==> config.mk <==
export PLATFORM = sky130hd
export DESIGN_NAME = fetch_top
export DESIGN_NICKNAME = d
export VERILOG_FILES = /design/src/hw/fetch_pkg.sv /design/src/hw/mem_pkg.sv /design/src/hw/fetch_ctrl.sv /design/src/hw/fetch_queue.sv /design/src/hw/fetch_top.sv /design/src/hw/line_fill.sv
export SDC_FILE = /design/constraint.sdc
export NUM_CORES = 1
export LEC_CHECK = 0
export ABC_CLOCK_PERIOD_IN_PS = 38600
export BUFFER_PORTS_ARGS = -buffer_cell sky130_fd_sc_hd__buf_2
export CELL_PAD_IN_SITES_DETAIL_PLACEMENT = 1
export CELL_PAD_IN_SITES_GLOBAL_PLACEMENT = 1
export CORE_ASPECT_RATIO = 0.8
export CORE_MARGIN = 2
export CORE_UTILIZATION = 58
export DETAILED_ROUTE_END_ITERATION = 7
export GPL_TIMING_DRIVEN = 0
export PLACE_DENSITY = 0.83
export SLEW_MARGIN = 20
export SYNTH_ARGS = -nofsm -noshare
export SYNTH_HDL_FRONTEND = slang
export SYNTH_SLANG_ARGS = --single-unit
==> constraint.sdc <==
create_clock -name clk -period 38.6 [get_ports clk]
set_input_delay 7.72 -clock clk [delete_from_list [all_inputs] [get_ports clk]]
set_output_delay 7.72 -clock clk [all_outputs]
set_load 0.02 [all_outputs]
==> src/hw/fetch_pkg.sv <==
package fetch_pkg;

    // byte address
    typedef logic [31:0] addr_t;

    // one RV32I instruction
    typedef logic [31:0] inst_t;

    // fetch sequence number
    typedef logic [63:0] order_t;

    localparam int WORDS_PER_LINE = 8;

    // queue payload, order in the top bits
    typedef struct packed {
        order_t order;
        addr_t  pc;
        inst_t  inst;
    } fetch_entry_t;

endpackage

==> src/hw/mem_pkg.sv <==
package mem_pkg;

    // burst memory side
    localparam int BEAT_W = 64;

    typedef logic [BEAT_W-1:0] beat_t;

    // one line is four beats
    localparam int BEATS_PER_LINE = 4;

    localparam int LINE_W = BEAT_W * BEATS_PER_LINE;

    typedef logic [LINE_W-1:0] line_t;

    // byte offset inside a 32-byte line
    localparam int LINE_OFFSET_W = $clog2(LINE_W / 8);

    typedef logic [$clog2(BEATS_PER_LINE)-1:0] beat_cnt_t;

endpackage

==> src/hw/fetch_ctrl.sv <==
`timescale 1ns/1ps

module fetch_ctrl #(
    parameter fetch_pkg::addr_t RESET_PC = 32'haaaaa000
) (
    input  logic                    clk,
    input  logic                    rst,

    input  logic                    redirect_i,
    input  fetch_pkg::addr_t        redirect_pc_i,

    input  logic                    fill_done_i,
    input  mem_pkg::line_t          fill_line_i,
    input  logic                    queue_full_i,

    output logic                    fill_req_o,
    output fetch_pkg::addr_t        fill_addr_o,
    output logic                    push_o,
    output fetch_pkg::fetch_entry_t push_entry_o
);
    import mem_pkg::*;
    import fetch_pkg::*;

    localparam int ADDR_W = $bits(addr_t);
    localparam int TAG_W  = ADDR_W - LINE_OFFSET_W;
    localparam int SEL_W  = $clog2(WORDS_PER_LINE);

    addr_t  pc;
    order_t order;

    // one-line instruction buffer
    inst_t [WORDS_PER_LINE-1:0] buf_words;
    logic  [TAG_W-1:0]          buf_tag;
    logic                       buf_valid;

    logic             fill_pending;
    logic             fill_stale;
    logic             hit;
    logic [SEL_W-1:0] word_sel;

    assign hit      = buf_valid && (pc[ADDR_W-1:LINE_OFFSET_W] == buf_tag);
    assign word_sel = pc[LINE_OFFSET_W-1:2];

    // no push in a redirect cycle, the queue flushes anyway
    assign push_o = hit && !queue_full_i && !redirect_i;

    always_comb begin
        push_entry_o.order = order;
        push_entry_o.pc    = pc;
        push_entry_o.inst  = buf_words[word_sel];
    end

    // line_fill is idle whenever nothing is pending
    assign fill_req_o  = !hit && !fill_pending && !redirect_i;
    assign fill_addr_o = pc;

    always_ff @(posedge clk) begin
        if (rst) begin
            pc           <= RESET_PC;
            order        <= '0;
            buf_valid    <= 1'b0;
            fill_pending <= 1'b0;
            fill_stale   <= 1'b0;
        end else begin
            if (redirect_i) begin
                pc <= redirect_pc_i;
            end else if (push_o) begin
                pc    <= pc + addr_t'(4);
                order <= order + order_t'(1);
            end

            if (fill_req_o) begin
                fill_pending <= 1'b1;
            end else if (fill_done_i) begin
                fill_pending <= 1'b0;
            end

            // line in flight belongs to the old path
            if (redirect_i && fill_pending && !fill_done_i) begin
                fill_stale <= 1'b1;
            end else if (fill_done_i) begin
                fill_stale <= 1'b0;
            end

            if (fill_done_i && !fill_stale) begin
                buf_valid <= 1'b1;
            end
        end
    end

    // pc has not moved since the request unless the fill is stale
    always_ff @(posedge clk) begin
        if (fill_done_i && !fill_stale) begin
            buf_words <= fill_line_i;
            buf_tag   <= pc[ADDR_W-1:LINE_OFFSET_W];
        end
    end

endmodule

==> src/hw/fetch_queue.sv <==
`timescale 1ns/1ps

module fetch_queue #(
    parameter int QUEUE_DEPTH = 8
) (
    input  logic                    clk,
    input  logic                    rst,

    input  logic                    flush_i,
    input  logic                    push_i,
    input  fetch_pkg::fetch_entry_t push_entry_i,
    input  logic                    deq_i,

    output logic                    full_o,
    output logic                    empty_o,
    output fetch_pkg::fetch_entry_t head_o
);
    import fetch_pkg::*;

    localparam int PTR_W = $clog2(QUEUE_DEPTH);
    localparam int CNT_W = PTR_W + 1;

    fetch_entry_t entries [QUEUE_DEPTH];

    logic [PTR_W-1:0] head;
    logic [PTR_W-1:0] tail;
    logic [CNT_W-1:0] count;
    logic             do_push;
    logic             do_pop;

    assign full_o  = (count == CNT_W'(QUEUE_DEPTH));
    assign empty_o = (count == '0);

    assign do_push = push_i && !full_o && !flush_i;
    assign do_pop  = deq_i && !empty_o && !flush_i;

    always_ff @(posedge clk) begin
        if (rst || flush_i) begin
            head  <= '0;
            tail  <= '0;
            count <= '0;
        end else begin
            // pointers wrap on their own, depth is a power of two
            if (do_push) begin
                tail <= tail + 1'b1;
            end
            if (do_pop) begin
                head <= head + 1'b1;
            end
            case ({do_push, do_pop})
                2'b10:   count <= count + 1'b1;
                2'b01:   count <= count - 1'b1;
                default: count <= count;
            endcase
        end
    end

    always_ff @(posedge clk) begin
        if (do_push) begin
            entries[tail] <= push_entry_i;
        end
    end

    assign head_o = entries[head];

endmodule

==> src/hw/fetch_top.sv <==
`timescale 1ns/1ps

module fetch_top #(
    parameter fetch_pkg::addr_t RESET_PC    = 32'haaaaa000,
    parameter int               QUEUE_DEPTH = 8
) (
    input  logic              clk,
    input  logic              rst,

    output fetch_pkg::addr_t  bmem_addr_o,
    output logic              bmem_read_o,
    input  logic              bmem_ready_i,
    input  mem_pkg::beat_t    bmem_rdata_i,
    input  logic              bmem_rvalid_i,

    input  logic              redirect_i,
    input  fetch_pkg::addr_t  redirect_pc_i,

    input  logic              deq_i,
    output logic              empty_o,
    output fetch_pkg::inst_t  inst_o,
    output fetch_pkg::addr_t  pc_o,
    output fetch_pkg::order_t order_o
);
    import mem_pkg::*;
    import fetch_pkg::*;

    logic         fill_req;
    addr_t        fill_addr;
    logic         fill_done;
    line_t        fill_line;
    logic         push;
    fetch_entry_t push_entry;
    logic         full;
    fetch_entry_t head;

    line_fill u_line_fill (
        .clk           (clk),
        .rst           (rst),
        .fill_req_i    (fill_req),
        .fill_addr_i   (fill_addr),
        .bmem_ready_i  (bmem_ready_i),
        .bmem_rdata_i  (bmem_rdata_i),
        .bmem_rvalid_i (bmem_rvalid_i),
        .bmem_addr_o   (bmem_addr_o),
        .bmem_read_o   (bmem_read_o),
        .fill_done_o   (fill_done),
        .fill_line_o   (fill_line)
    );

    fetch_ctrl #(
        .RESET_PC (RESET_PC)
    ) u_fetch_ctrl (
        .clk           (clk),
        .rst           (rst),
        .redirect_i    (redirect_i),
        .redirect_pc_i (redirect_pc_i),
        .fill_done_i   (fill_done),
        .fill_line_i   (fill_line),
        .queue_full_i  (full),
        .fill_req_o    (fill_req),
        .fill_addr_o   (fill_addr),
        .push_o        (push),
        .push_entry_o  (push_entry)
    );

    // redirect doubles as the queue flush
    fetch_queue #(
        .QUEUE_DEPTH (QUEUE_DEPTH)
    ) u_fetch_queue (
        .clk          (clk),
        .rst          (rst),
        .flush_i      (redirect_i),
        .push_i       (push),
        .push_entry_i (push_entry),
        .deq_i        (deq_i),
        .full_o       (full),
        .empty_o      (empty_o),
        .head_o       (head)
    );

    assign inst_o  = head.inst;
    assign pc_o    = head.pc;
    assign order_o = head.order;

endmodule

==> src/hw/line_fill.sv <==
`timescale 1ns/1ps

module line_fill (
    input  logic             clk,
    input  logic             rst,

    input  logic             fill_req_i,
    input  fetch_pkg::addr_t fill_addr_i,

    input  logic             bmem_ready_i,
    input  mem_pkg::beat_t   bmem_rdata_i,
    input  logic             bmem_rvalid_i,
    output fetch_pkg::addr_t bmem_addr_o,
    output logic             bmem_read_o,

    output logic             fill_done_o,
    output mem_pkg::line_t   fill_line_o
);
    import mem_pkg::*;
    import fetch_pkg::*;

    typedef enum logic [1:0] {
        IDLE,
        REQ,
        COLLECT
    } state_t;

    state_t    state;
    beat_cnt_t beat_cnt;
    addr_t     line_addr;
    line_t     line_q;

    always_ff @(posedge clk) begin
        if (rst) begin
            state       <= IDLE;
            beat_cnt    <= '0;
            fill_done_o <= 1'b0;
        end else begin
            fill_done_o <= 1'b0;
            case (state)
                IDLE: begin
                    if (fill_req_i) begin
                        state <= REQ;
                    end
                end
                REQ: begin
                    // read accepted this cycle
                    if (bmem_ready_i) begin
                        state    <= COLLECT;
                        beat_cnt <= '0;
                    end
                end
                COLLECT: begin
                    if (bmem_rvalid_i) begin
                        beat_cnt <= beat_cnt + 1'b1;
                        if (beat_cnt == beat_cnt_t'(BEATS_PER_LINE - 1)) begin
                            state       <= IDLE;
                            fill_done_o <= 1'b1;
                        end
                    end
                end
                default: begin
                    state <= IDLE;
                end
            endcase
        end
    end

    always_ff @(posedge clk) begin
        if (state == IDLE && fill_req_i) begin
            line_addr <= {fill_addr_i[$bits(addr_t)-1:LINE_OFFSET_W], {LINE_OFFSET_W{1'b0}}};
        end
        // beat 0 ends up in the low bits
        if (state == COLLECT && bmem_rvalid_i) begin
            line_q <= {bmem_rdata_i, line_q[LINE_W-1:BEAT_W]};
        end
    end

    assign bmem_read_o = (state == REQ);
    assign bmem_addr_o = line_addr;
    assign fill_line_o = line_q;

endmodule

; ---- Word level (Yosys, flattened, before mapping)
; Memory sizes are Yosys's and may differ from the RTL's. A register that Yosys moved wholly into a read port is not among the register bits.
; Index checks and enable logic that the tools add are counted.
[word_totals]
ff_bits = 680
ramBits = 1024
input_bits = 102
out_inout_bits = 162
wordCells = 99
mem_count = 1
[op_classes]
addsub = 7
n_lt_le_gt_ge = 1
n_eq_ne = 11
muxes = 21
bitwise_logic = 3
n_reduce_logical = 33
[memory_table]
columns = memory, depth, width, read_ports, rd_ports_with_merged_regs, wr, line
row1 = u_fetch_queue.entries, 8, 128, 1, 1, 1, fetch_queue.sv:23  ; fetch_entry_t entries [QUEUE_DEPTH];
[op_table]
columns = op, count
row1 = binary-select mux 32 bit (select 3 bit), 1
row2 = 2-to-1 mux 32 bit, 3
row3 = "adder 64 x 1 -> 64 bit, second input constant", 1
row4 = "adder 32 x 3 -> 32 bit, second input constant", 1
row5 = == test 27 bit, 1
row6 = logical AND 1 bit, 14
row7 = 2-to-1 mux 2 bit, 6
row8 = nonzero test 2 bit, 5
row9 = case mux 4 bit (2 select lines), 1
row10 = logical NOT 1 bit, 7
row11 = "adder 3 x 1 -> 3 bit, second input constant", 2
row12 = "== test 2 bit, second input constant", 3
row13 = 2-to-1 mux 1 bit, 6
row14 = 2-to-1 mux 3 bit, 2
row15 = "!= test 2 x 1 -> 1 bit, second input constant", 3
row16 = case mux 2 bit (3 select lines), 1
row17 = "adder 4 x 1 -> 4 bit, second input constant", 1
row18 = "== test 2 x 1 -> 1 bit, second input constant", 2
row19 = "== test 4 bit, second input constant", 1
row20 = logical NOT 4 bit, 1
row21 = "less-than comparator 3 x 4 -> 1 bit, second input constant", 1
row22 = case mux 2 bit (2 select lines), 1
row23 = AND reduction 4 bit, 1
row24 = "subtractor 4 x 1 -> 4 bit, second input constant", 1
row25 = 8 further kinds, 10

; ---- Longest topological paths before layout
; Gate-level depths: netlist of the first run.
[logic_depth]
word_depth = 8
mapped_depth = 13
depth_no_buf = 11

; ---- Modules after synthesis
; From an unflattened synthesis of the first run, not the netlist that was laid out.
[hier_totals]
hier_cells = 2980
area_unflattened_um2 = 64585.7
[by_module_without_submodules]
columns = mod, n_inst, cells_per_inst, area_per_inst_um2, seq_area_each_um2
row1 = fetch_queue, 1, 1559, 39623.0, 31009.7
row2 = fetch_ctrl, 1, 1107, 16181.8, 10480.1
row3 = line_fill, 1, 314, 8780.9, 8598.2

; ---- Least setup slack after synthesis of the first run
; OpenSTA, ideal clock, no wires.
[synth_timing]
path_kind = input to register
from = input port redirect_i
to = memory u_fetch_queue.entries[1][0] in the netlist's numbering, enable pin
setup_time_ns = 0.974
t_arrival_ns = 21.568
t_required_ns = 37.626
slack_ns = 16.057
path_stages = 5
n_path_buf = 2
path_cell_list = clkbuf_1 > nor2_1 > nand4_1 > clkbuf_1 > nor4b_1
[synth_via]
elab_chain_len = 6
[synth_rtl]
columns = item, line
row1 = from (decl), fetch_top.sv:16  ; input logic redirect_i,
row2 = logical NOT 1 bit *, "fetch_ctrl.sv:45, fetch_queue.sv:34"
row3 = logical AND 1 bit, fetch_ctrl.sv:45  ; assign push_o = hit && !queue_full_i && !redirect_i;
row4 = logical AND 1 bit, fetch_queue.sv:34  ; assign do_push = push_i && !full_o && !flush_i;
row5 = logical AND 1 bit *, fetch_queue.sv:34
row6 = 2-to-1 mux 1 bit *, fetch_queue.sv:59  ; if (do_push) begin
row7 = 2-to-1 mux 1 bit (not written as such) *, fetch_queue.sv:60  ; entries[tail] <= push_entry_i;
row8 = to (decl), fetch_queue.sv:23
; Every way passes the cells marked *; elsewhere a longest branch is shown, timed or not.

==> flow_summary.yaml, run 1 <==
global_routing:
  grt_max_degree: 63
  grt_pass1_wl_um: 245000
  overflow: 0
  grt_pass1_vias: 35800
  antenna_found_initial: 10
  grt_util_all_layers_pct: 30.4
synthesis:
  synth_cell_types: 62
  ys_ff_latch: 1707
  syn_inst: 2943
  synth_common_cells: "edfxtp_1 (1590), mux4_2 (320), mux2_2 (165)"
  yosys_warnings: 0
  synth-main-ff-cell: "edfxtp_1"
  netlist.area_leader.share_pct: 75.2
  ys_seq_area_share_pct: 78.9
  synth-edff-count: 1590
  avgSynthCellArea_um2: 21.6
  yosysMostFrequentCell: "edfxtp_1"
  synth_top_area_cell: "edfxtp_1"
  netlist_area_um2: 63500
  ys_async_sr_fraction_pct: 0
  synth_area_leaders: "edfxtp_1 (75%), mux4_2 (11%), dfxtp_1 (3.7%)"
floorplan:
  die-area_um2: 112000
  start_util_pct: 58.5
  rows: 108
  die_w_um: 374
  coreArea_um2: 109000
  die_y_um: 300
  pin_count: 264
worst_setup_path:
  end_kind: "output port"
  rr_endpoint: "u_fetch_queue.entries[1][7]$_DFFE_PP_"
  cp.arrival_ns: 3.91
  critical_path.cell_chain: "clkbuf_1 -> clkbuf_2 -> buf_1 -> mux4_2 -> mux2_2 -> buf_2"
  crit_fanout: 10
  start_kind: "flop"
  crit_type: "reg -> out"
  r2r_start: "u_fetch_ctrl.fill_addr_o[11]$_SDFFE_PP0N_"
  worst-r2r-cell-count: 12
  critPathSlowestCell: "buf_1"
  worstPathRequired_ns: 30.88
  r2r_slack_ns: 32.86
  slowest_delay_ns: 0.85
min_path:
  holdCritPathClass: "reg -> reg"
  whs_endpoint: "u_fetch_ctrl.buf_words[23]$_DFFE_PP_"
  hold_depth: 0
  hold_start: "u_line_fill.fill_line_o[23]$_DFFE_PP_"
power:
  peakVddDrop_uv: 42.2
  p_leak_nw: 24.9
  powerDensity_nw_per_um2: 50.2
clock_network:
  clock_path_buffers: 3
  path_clk_slew_ns: 0.06
  numCtsBuffers: 160
  h-tree-depth: 4
  post_cts_resized: 0
  clock_sinks: 1707
  ctsHoldBuffers: 0
  cts_root_buf: "clkbuf_16"
  cts_tree: "done"
  clk_latency_ns: 0.82
  postCtsSetupRepairBufs: 0
timing:
  period_share_pct: 30.1
  relSlewSlack_pct: 22.5
  fin_skew_ns: 0.0329
  fin_tns_setup_ns: 0
  rsz0062_at_grt: "no"
  fmax_mhz: 86.0
  whs_ns: 0.417
  slew_viol_final: 0
  min_period_ns: 11.63
  setup_viol: 0
  hold_viol_final: 0
  worst_pin_slew_ns: 1.16
routing:
  vias_per_cell: 6.52
  ant_nets: 0
  firstDrtPassIters: 6
  wl_um: 168000
  wire_per_inst_um: 32.8
  drt_iter0_drc: 3943
  vias: 33400
  drc: 0
place:
  routabilityCongestion: 0.824
  port_buffers: 257
  place_area_um2: 68500
  place_hpwl_um: 108000
final_layout:
  fin_util_pct: 68.1
  stdcell_area_um2: 73900
  syn2layout_area_growth_pct: 16.3
  drive_above_1_share_pct: 33.6
  fillers: 8707
  nNetsFinal: 3675
run_status:
  outcome: "finished clean"
job:
  drv_cap: 0
-- layer usage --
| layer | vias to the layer above | global-route usage [%] | wire length, µm |
|---|---|---|---|
| met5 | - | 0 | 35 |
| met4 | 6 | 12.3 | 6660 |
| met3 | 395 | 5.77 | 14000 |
| met2 | 1950 | 50.3 | 84200 |
| met1 | 17600 | 40.5 | 63400 |
| li1 | 13500 | - | - |
-- worst max-delay path: cells and delay by family (launching register included) --
kind / cells / cell delay, ns
buf+inv: 4 / 1.80
flops: 1 / 0.32
mux: 2 / 0.99
-- area by class of cell --
type | count | area [µm²] | area share (%)
Antenna cell | 1 | 2.50 | 0.00339
Buffer | 141 | 594 | 0.805
Clock buffer | 199 | 4200 | 5.69
Clock inverter | 98 | 1110 | 1.50
Inverter | 25 | 93.8 | 0.127
Multi-Input combinational cell | 1074 | 12900 | 17.4
Sequential cell | 1707 | 50100 | 67.8
Tap cell | 1430 | 1790 | 2.42
Timing Repair Buffer | 456 | 3120 | 4.23
-- cell families after synthesis --
group / after synthesis / synth area share [%]
xor+xnor: 51 / 0.715
simple gates: 341 / 3.00
flops: 1707 / 78.9
compound gates: 176 / 1.79
other cells: 1 / 0.00591
fa+ha+maj: 8 / 0.158
mux: 493 / 14.4
buf+inv: 166 / 1.05
-- layout by cell type (no fill, tap or decap), drive strengths merged, types with 35 or more instances in the layout --
master,synthesis,layout
buf,50,497
a21oi,62,62
clkbuf,91,299
edfxtp,1590,1590
mux4,320,320
inv,25,35
nand2,51,51
clkinv,0,65
dfxtp,117,117
nor2,65,65
mux2,167,167
-- worst max path at each step --
| stage | from | end | slack (ns) | depth (start not counted) |
|---|---|---|---|---|
| after floorplan | redirect_i | u_fetch_queue.entries[1][0]$_DFFE_PP_ | 16.06 | 5 |
| after global placement | redirect_i | u_fetch_queue.entries[2][10]$_DFFE_PP_ | 1.12 | 6 |
| after detailed placement | redirect_i | u_fetch_queue.entries[1][10]$_DFFE_PP_ | 27.04 | 11 |
| after CTS | flop | order_o[48] | 26.55 | 6 |
| after global routing | flop | order_o[63] | 26.82 | 6 |
| final | flop | order_o[63] | 26.97 | 6 |
-- state kept, by name, summed over array words and instances, names as in the netlist, named ones only --
register	cells
u_fetch_ctrl.buf_tag	27
u_fetch_ctrl.buf_valid	1
u_fetch_ctrl.buf_words	256
u_fetch_ctrl.fill_addr_o	32
u_fetch_ctrl.fill_pending	1
u_fetch_ctrl.fill_stale	1
u_fetch_ctrl.order	64
u_fetch_queue.count	4
u_fetch_queue.entries	1024
u_fetch_queue.head	3
u_fetch_queue.tail	3
u_line_fill.beat_cnt	2
u_line_fill.bmem_addr_o	27
u_line_fill.fill_done_o	1
u_line_fill.fill_line_o	256
u_line_fill.state	2
-- stage by stage --
stage	setup slack, ns	cells	power [mW]
after floorplan	16.06	2947	2.11
final	26.97	5131	3.71
after global routing	26.82	5131	3.79
after detailed placement	27.04	4833	2.14
after global placement	1.12	4634	2.13
after CTS	26.55	5130	3.72
-- power breakdown --
part,switching [mW],internal [mW],leakage (nW),total (mW)
registers,0.0147,2.02,16.5,2.04
clock network,0.703,0.903,2.59,1.61
logic,0.0438,0.0234,5.85,0.0672
total,0.761,2.95,24.9,3.71
Power figures use the tool's default switching activity.
==> run 2: changes to the inputs <==
ABC_AREA = 1   (was unset)
ABC_CLOCK_PERIOD_IN_PS = 10100   (was 38600)
CORE_UTILIZATION = 46   (was 58)
PLACE_DENSITY = 0.75   (was 0.83)
clock period = 10.1 ns   (was 38.6 ns; I/O delays follow)
==> run 2 against run 1 <==
Net effect:
- sequential power grew to 3.8 times the previous value
- first-iteration DRC count grew 17%
- global-route usage shrank 1.9 points
- core utilization fell by 14 points
- design area is 5.8% higher
- register-to-register slack worse by 28 ns
- power rose to 3.9 times the previous value
- highest routed layer is now met4
==> flow_summary.yaml, run 2 <==
run_status:
  outcome: "finished clean"
place:
  routabilityCongestion: 0.971
  place_hpwl_um: 150000
  place_area_um2: 72600
  port_buffers: 256
  dp_cells: 7833
final_layout:
  regMostFlops: "u_fetch_queue.entries"
  final_cell_mix: "edfxtp_1 (1590), nor2_1 (1396), o21ai_0 (686), nand2_1 (531), buf_2 (303)"
  largest_reg_flops: 1024
  nNetsFinal: 6207
  stdcell_area_um2: 78200
  syn2layout_area_growth_pct: 16.7
  final_cells: 8143
  final_common_cell: "edfxtp_1"
  fin_util_pct: 54.0
  drive_above_1_share_pct: 12.2
clock_network:
  ctsHoldBuffers: 0
  clk_latency_ns: 0.85
  clock_sinks: 1707
  path_clk_slew_ns: 0.06
  numCtsBuffers: 167
  h-tree-depth: 4
  cts_tree: "done"
  post_cts_resized: 0
  postCtsSetupRepairBufs: 0
  clock_path_buffers: 3
  cts_root_buf: "clkbuf_16"
global_routing:
  grt_util_all_layers_pct: 28.5
  grt_pass1_wl_um: 316000
  overflow: 0
  antenna_found_initial: 7
  grt_max_degree: 31
  grt_pass1_vias: 49300
power:
  p_leak_nw: 27.8
  powerDensity_nw_per_um2: 186
  peakVddDrop_uv: 176
floorplan:
  die_y_um: 345
  pin_count: 264
  die_w_um: 431
  rows: 125
  start_util_pct: 46.2
  die-area_um2: 149000
  coreArea_um2: 145000
worst_setup_path:
  r2r_start: "u_fetch_ctrl.fill_addr_o[24]$_SDFFE_PP0N_"
  crit_type: "reg -> out"
  cp_top_family: "buffers and inverters"
  start_kind: "flop"
  worstPathRequired_ns: 8.08
  end_kind: "output port"
  crit_fanout: 10
  path_buf_inv: 5
  cp.arrival_ns: 4.78
  critPathSlowestCell: "a31oi_1"
  critical_path.cell_chain: "buf_2 -> buf_2 -> clkbuf_2 -> buf_1 -> nor2_1 -> nor2_1 -> o21ai_0 -> a31oi_1 -> buf_2"
  crit_top_cell: "buf_2"
  slowest_delay_ns: 0.77
synthesis:
  avgSynthCellArea_um2: 12.2
  ys_async_sr_fraction_pct: 0
  synth_area_leaders: "edfxtp_1 (71%), nor2_1 (7.8%), o21ai_0 (5.1%)"
  yosysMostFrequentCell: "edfxtp_1"
  yosys_warnings: 0
  netlist_area_um2: 67000
  ys_seq_area_share_pct: 74.8
  syn_inst: 5495
  netlist.area_leader.share_pct: 71.3
  synth_top_area_cell: "edfxtp_1"
  synth_common_cells: "edfxtp_1 (1590), nor2_1 (1398), o21ai_0 (686)"
  synth_cell_types: 35
  synth-main-ff-cell: "edfxtp_1"
  synth-edff-count: 1590
  ys_ff_latch: 1707
routing:
  drc: 0
  vias: 47000
  drt_iter0_drc: 4627
  vias_per_cell: 5.78
  wire_per_inst_um: 26.4
  firstDrtPassIters: 7
  ant_nets: 0
  wl_um: 215000
timing:
  rsz0062_at_grt: "no"
  slew_viol_final: 0
  min_period_ns: 6.80
  fmax_mhz: 147
  period_share_pct: 67.4
  worst_pin_slew_ns: 1.14
  whs_ns: 0.417
  setup_viol: 0
  fin_skew_ns: 0.0489
  relSlewSlack_pct: 23.8
  hold_viol_final: 0
job:
  drv_cap: 0
min_path:
  holdCritPathClass: "reg -> reg"
  hold_start: "u_line_fill.fill_line_o[22]$_DFFE_PP_"
run 2: cell types whose count changed in the layout (fill, tap and decap cells not counted), moves of 26 or more:
cell | previous run | this run
a31oi_1 | 2 | 159
clkbuf_1 | 116 | 248
inv_1 | 25 | 179
mux2_2 | 165 | 0
mux4_2 | 320 | 0
nand2_1 | 51 | 531
nand3_1 | 33 | 59
nand4_1 | 34 | 94
nor2_1 | 64 | 1396
o21ai_0 | 29 | 686
o22ai_1 | 3 | 160
or3_1 | 30 | 0
or4_1 | 28 | 0
run 2: area by class of cell:
class                           count  area, µm²
Inverter                          191        718
Clock inverter                     80        915
Sequential cell                  1707      50100
Antenna cell                        2       5.00
Multi-Input combinational cell   3298      15000
Fill cell                       14800      66700
Timing Repair Buffer              429       3140
Tap cell                         1905       2380
Buffer                            303       1240
Clock buffer                      228       4660
run 2: metal layers:
layer  vias up  share of wire, %  global-route usage [%]
li1      20800                 -                       -
met1     24000                41                    37.9
met2      1830                48                    47.0
met3       389               6.4                    4.30
met4         0               4.2                    11.9
met5         -                 0                       0
run 2: final timing paths:
| kind | to | slack (ns) | depth (start not counted) |
|---|---|---|---|
| worst max-delay path | inst_o[7] | 3.30 | 9 |
| worst min-delay path | u_fetch_ctrl.buf_words[22]$_DFFE_PP_ | 0.42 | 0 |
| worst max register to register | u_fetch_queue.entries[3][98]$_DFFE_PP_ | 5.08 | 19 |
| worst min register to register | u_fetch_ctrl.buf_words[22]$_DFFE_PP_ | 0.42 | 0 |
run 2: cells by family (layout without fill, tap and decap cells):
| family | count (synthesis) | after routing | share of synthesized area, % |
|---|---|---|---|
| AOI/OAI and AO/OA | 1103 | 1103 | 8.88 |
| adders and majority gates | 8 | 8 | 0.149 |
| DFF | 1707 | 1707 | 74.8 |
| xor gates and xnor gates | 53 | 53 | 0.693 |
| and+or+nand+nor | 2129 | 2129 | 12.6 |
| buffers and inverters | 494 | 1231 | 2.91 |
| other | 1 | 7 | 0.00560 |
run 2: power by group:
part	internal, mW	leakage, nW	switching, mW	total (mW)
Clock	3.59	2.71	2.78	6.37
Combinational	0.0824	8.75	0.263	0.346
Sequential	7.73	16.3	0.0585	7.79
run 2: worst reg2reg max path: cells and delay by family, from the launching register on:
kind	cells	cell delay, ns
buffers and inverters	9	1.95
DFF	1	0.93
and+or+nand+nor	10	1.84
run 2: metrics by stage:
stage                     worst slack [ns]  power [mW]  setup TNS, ns
after CTS                             3.42        14.6              0
after floorplan                      -2.04        8.09       -2084.20
after global routing                  3.19        14.8              0
after global placement              -11.27        8.26              -
final                                 3.30        14.5              0
after detailed placement              4.34        8.28              0
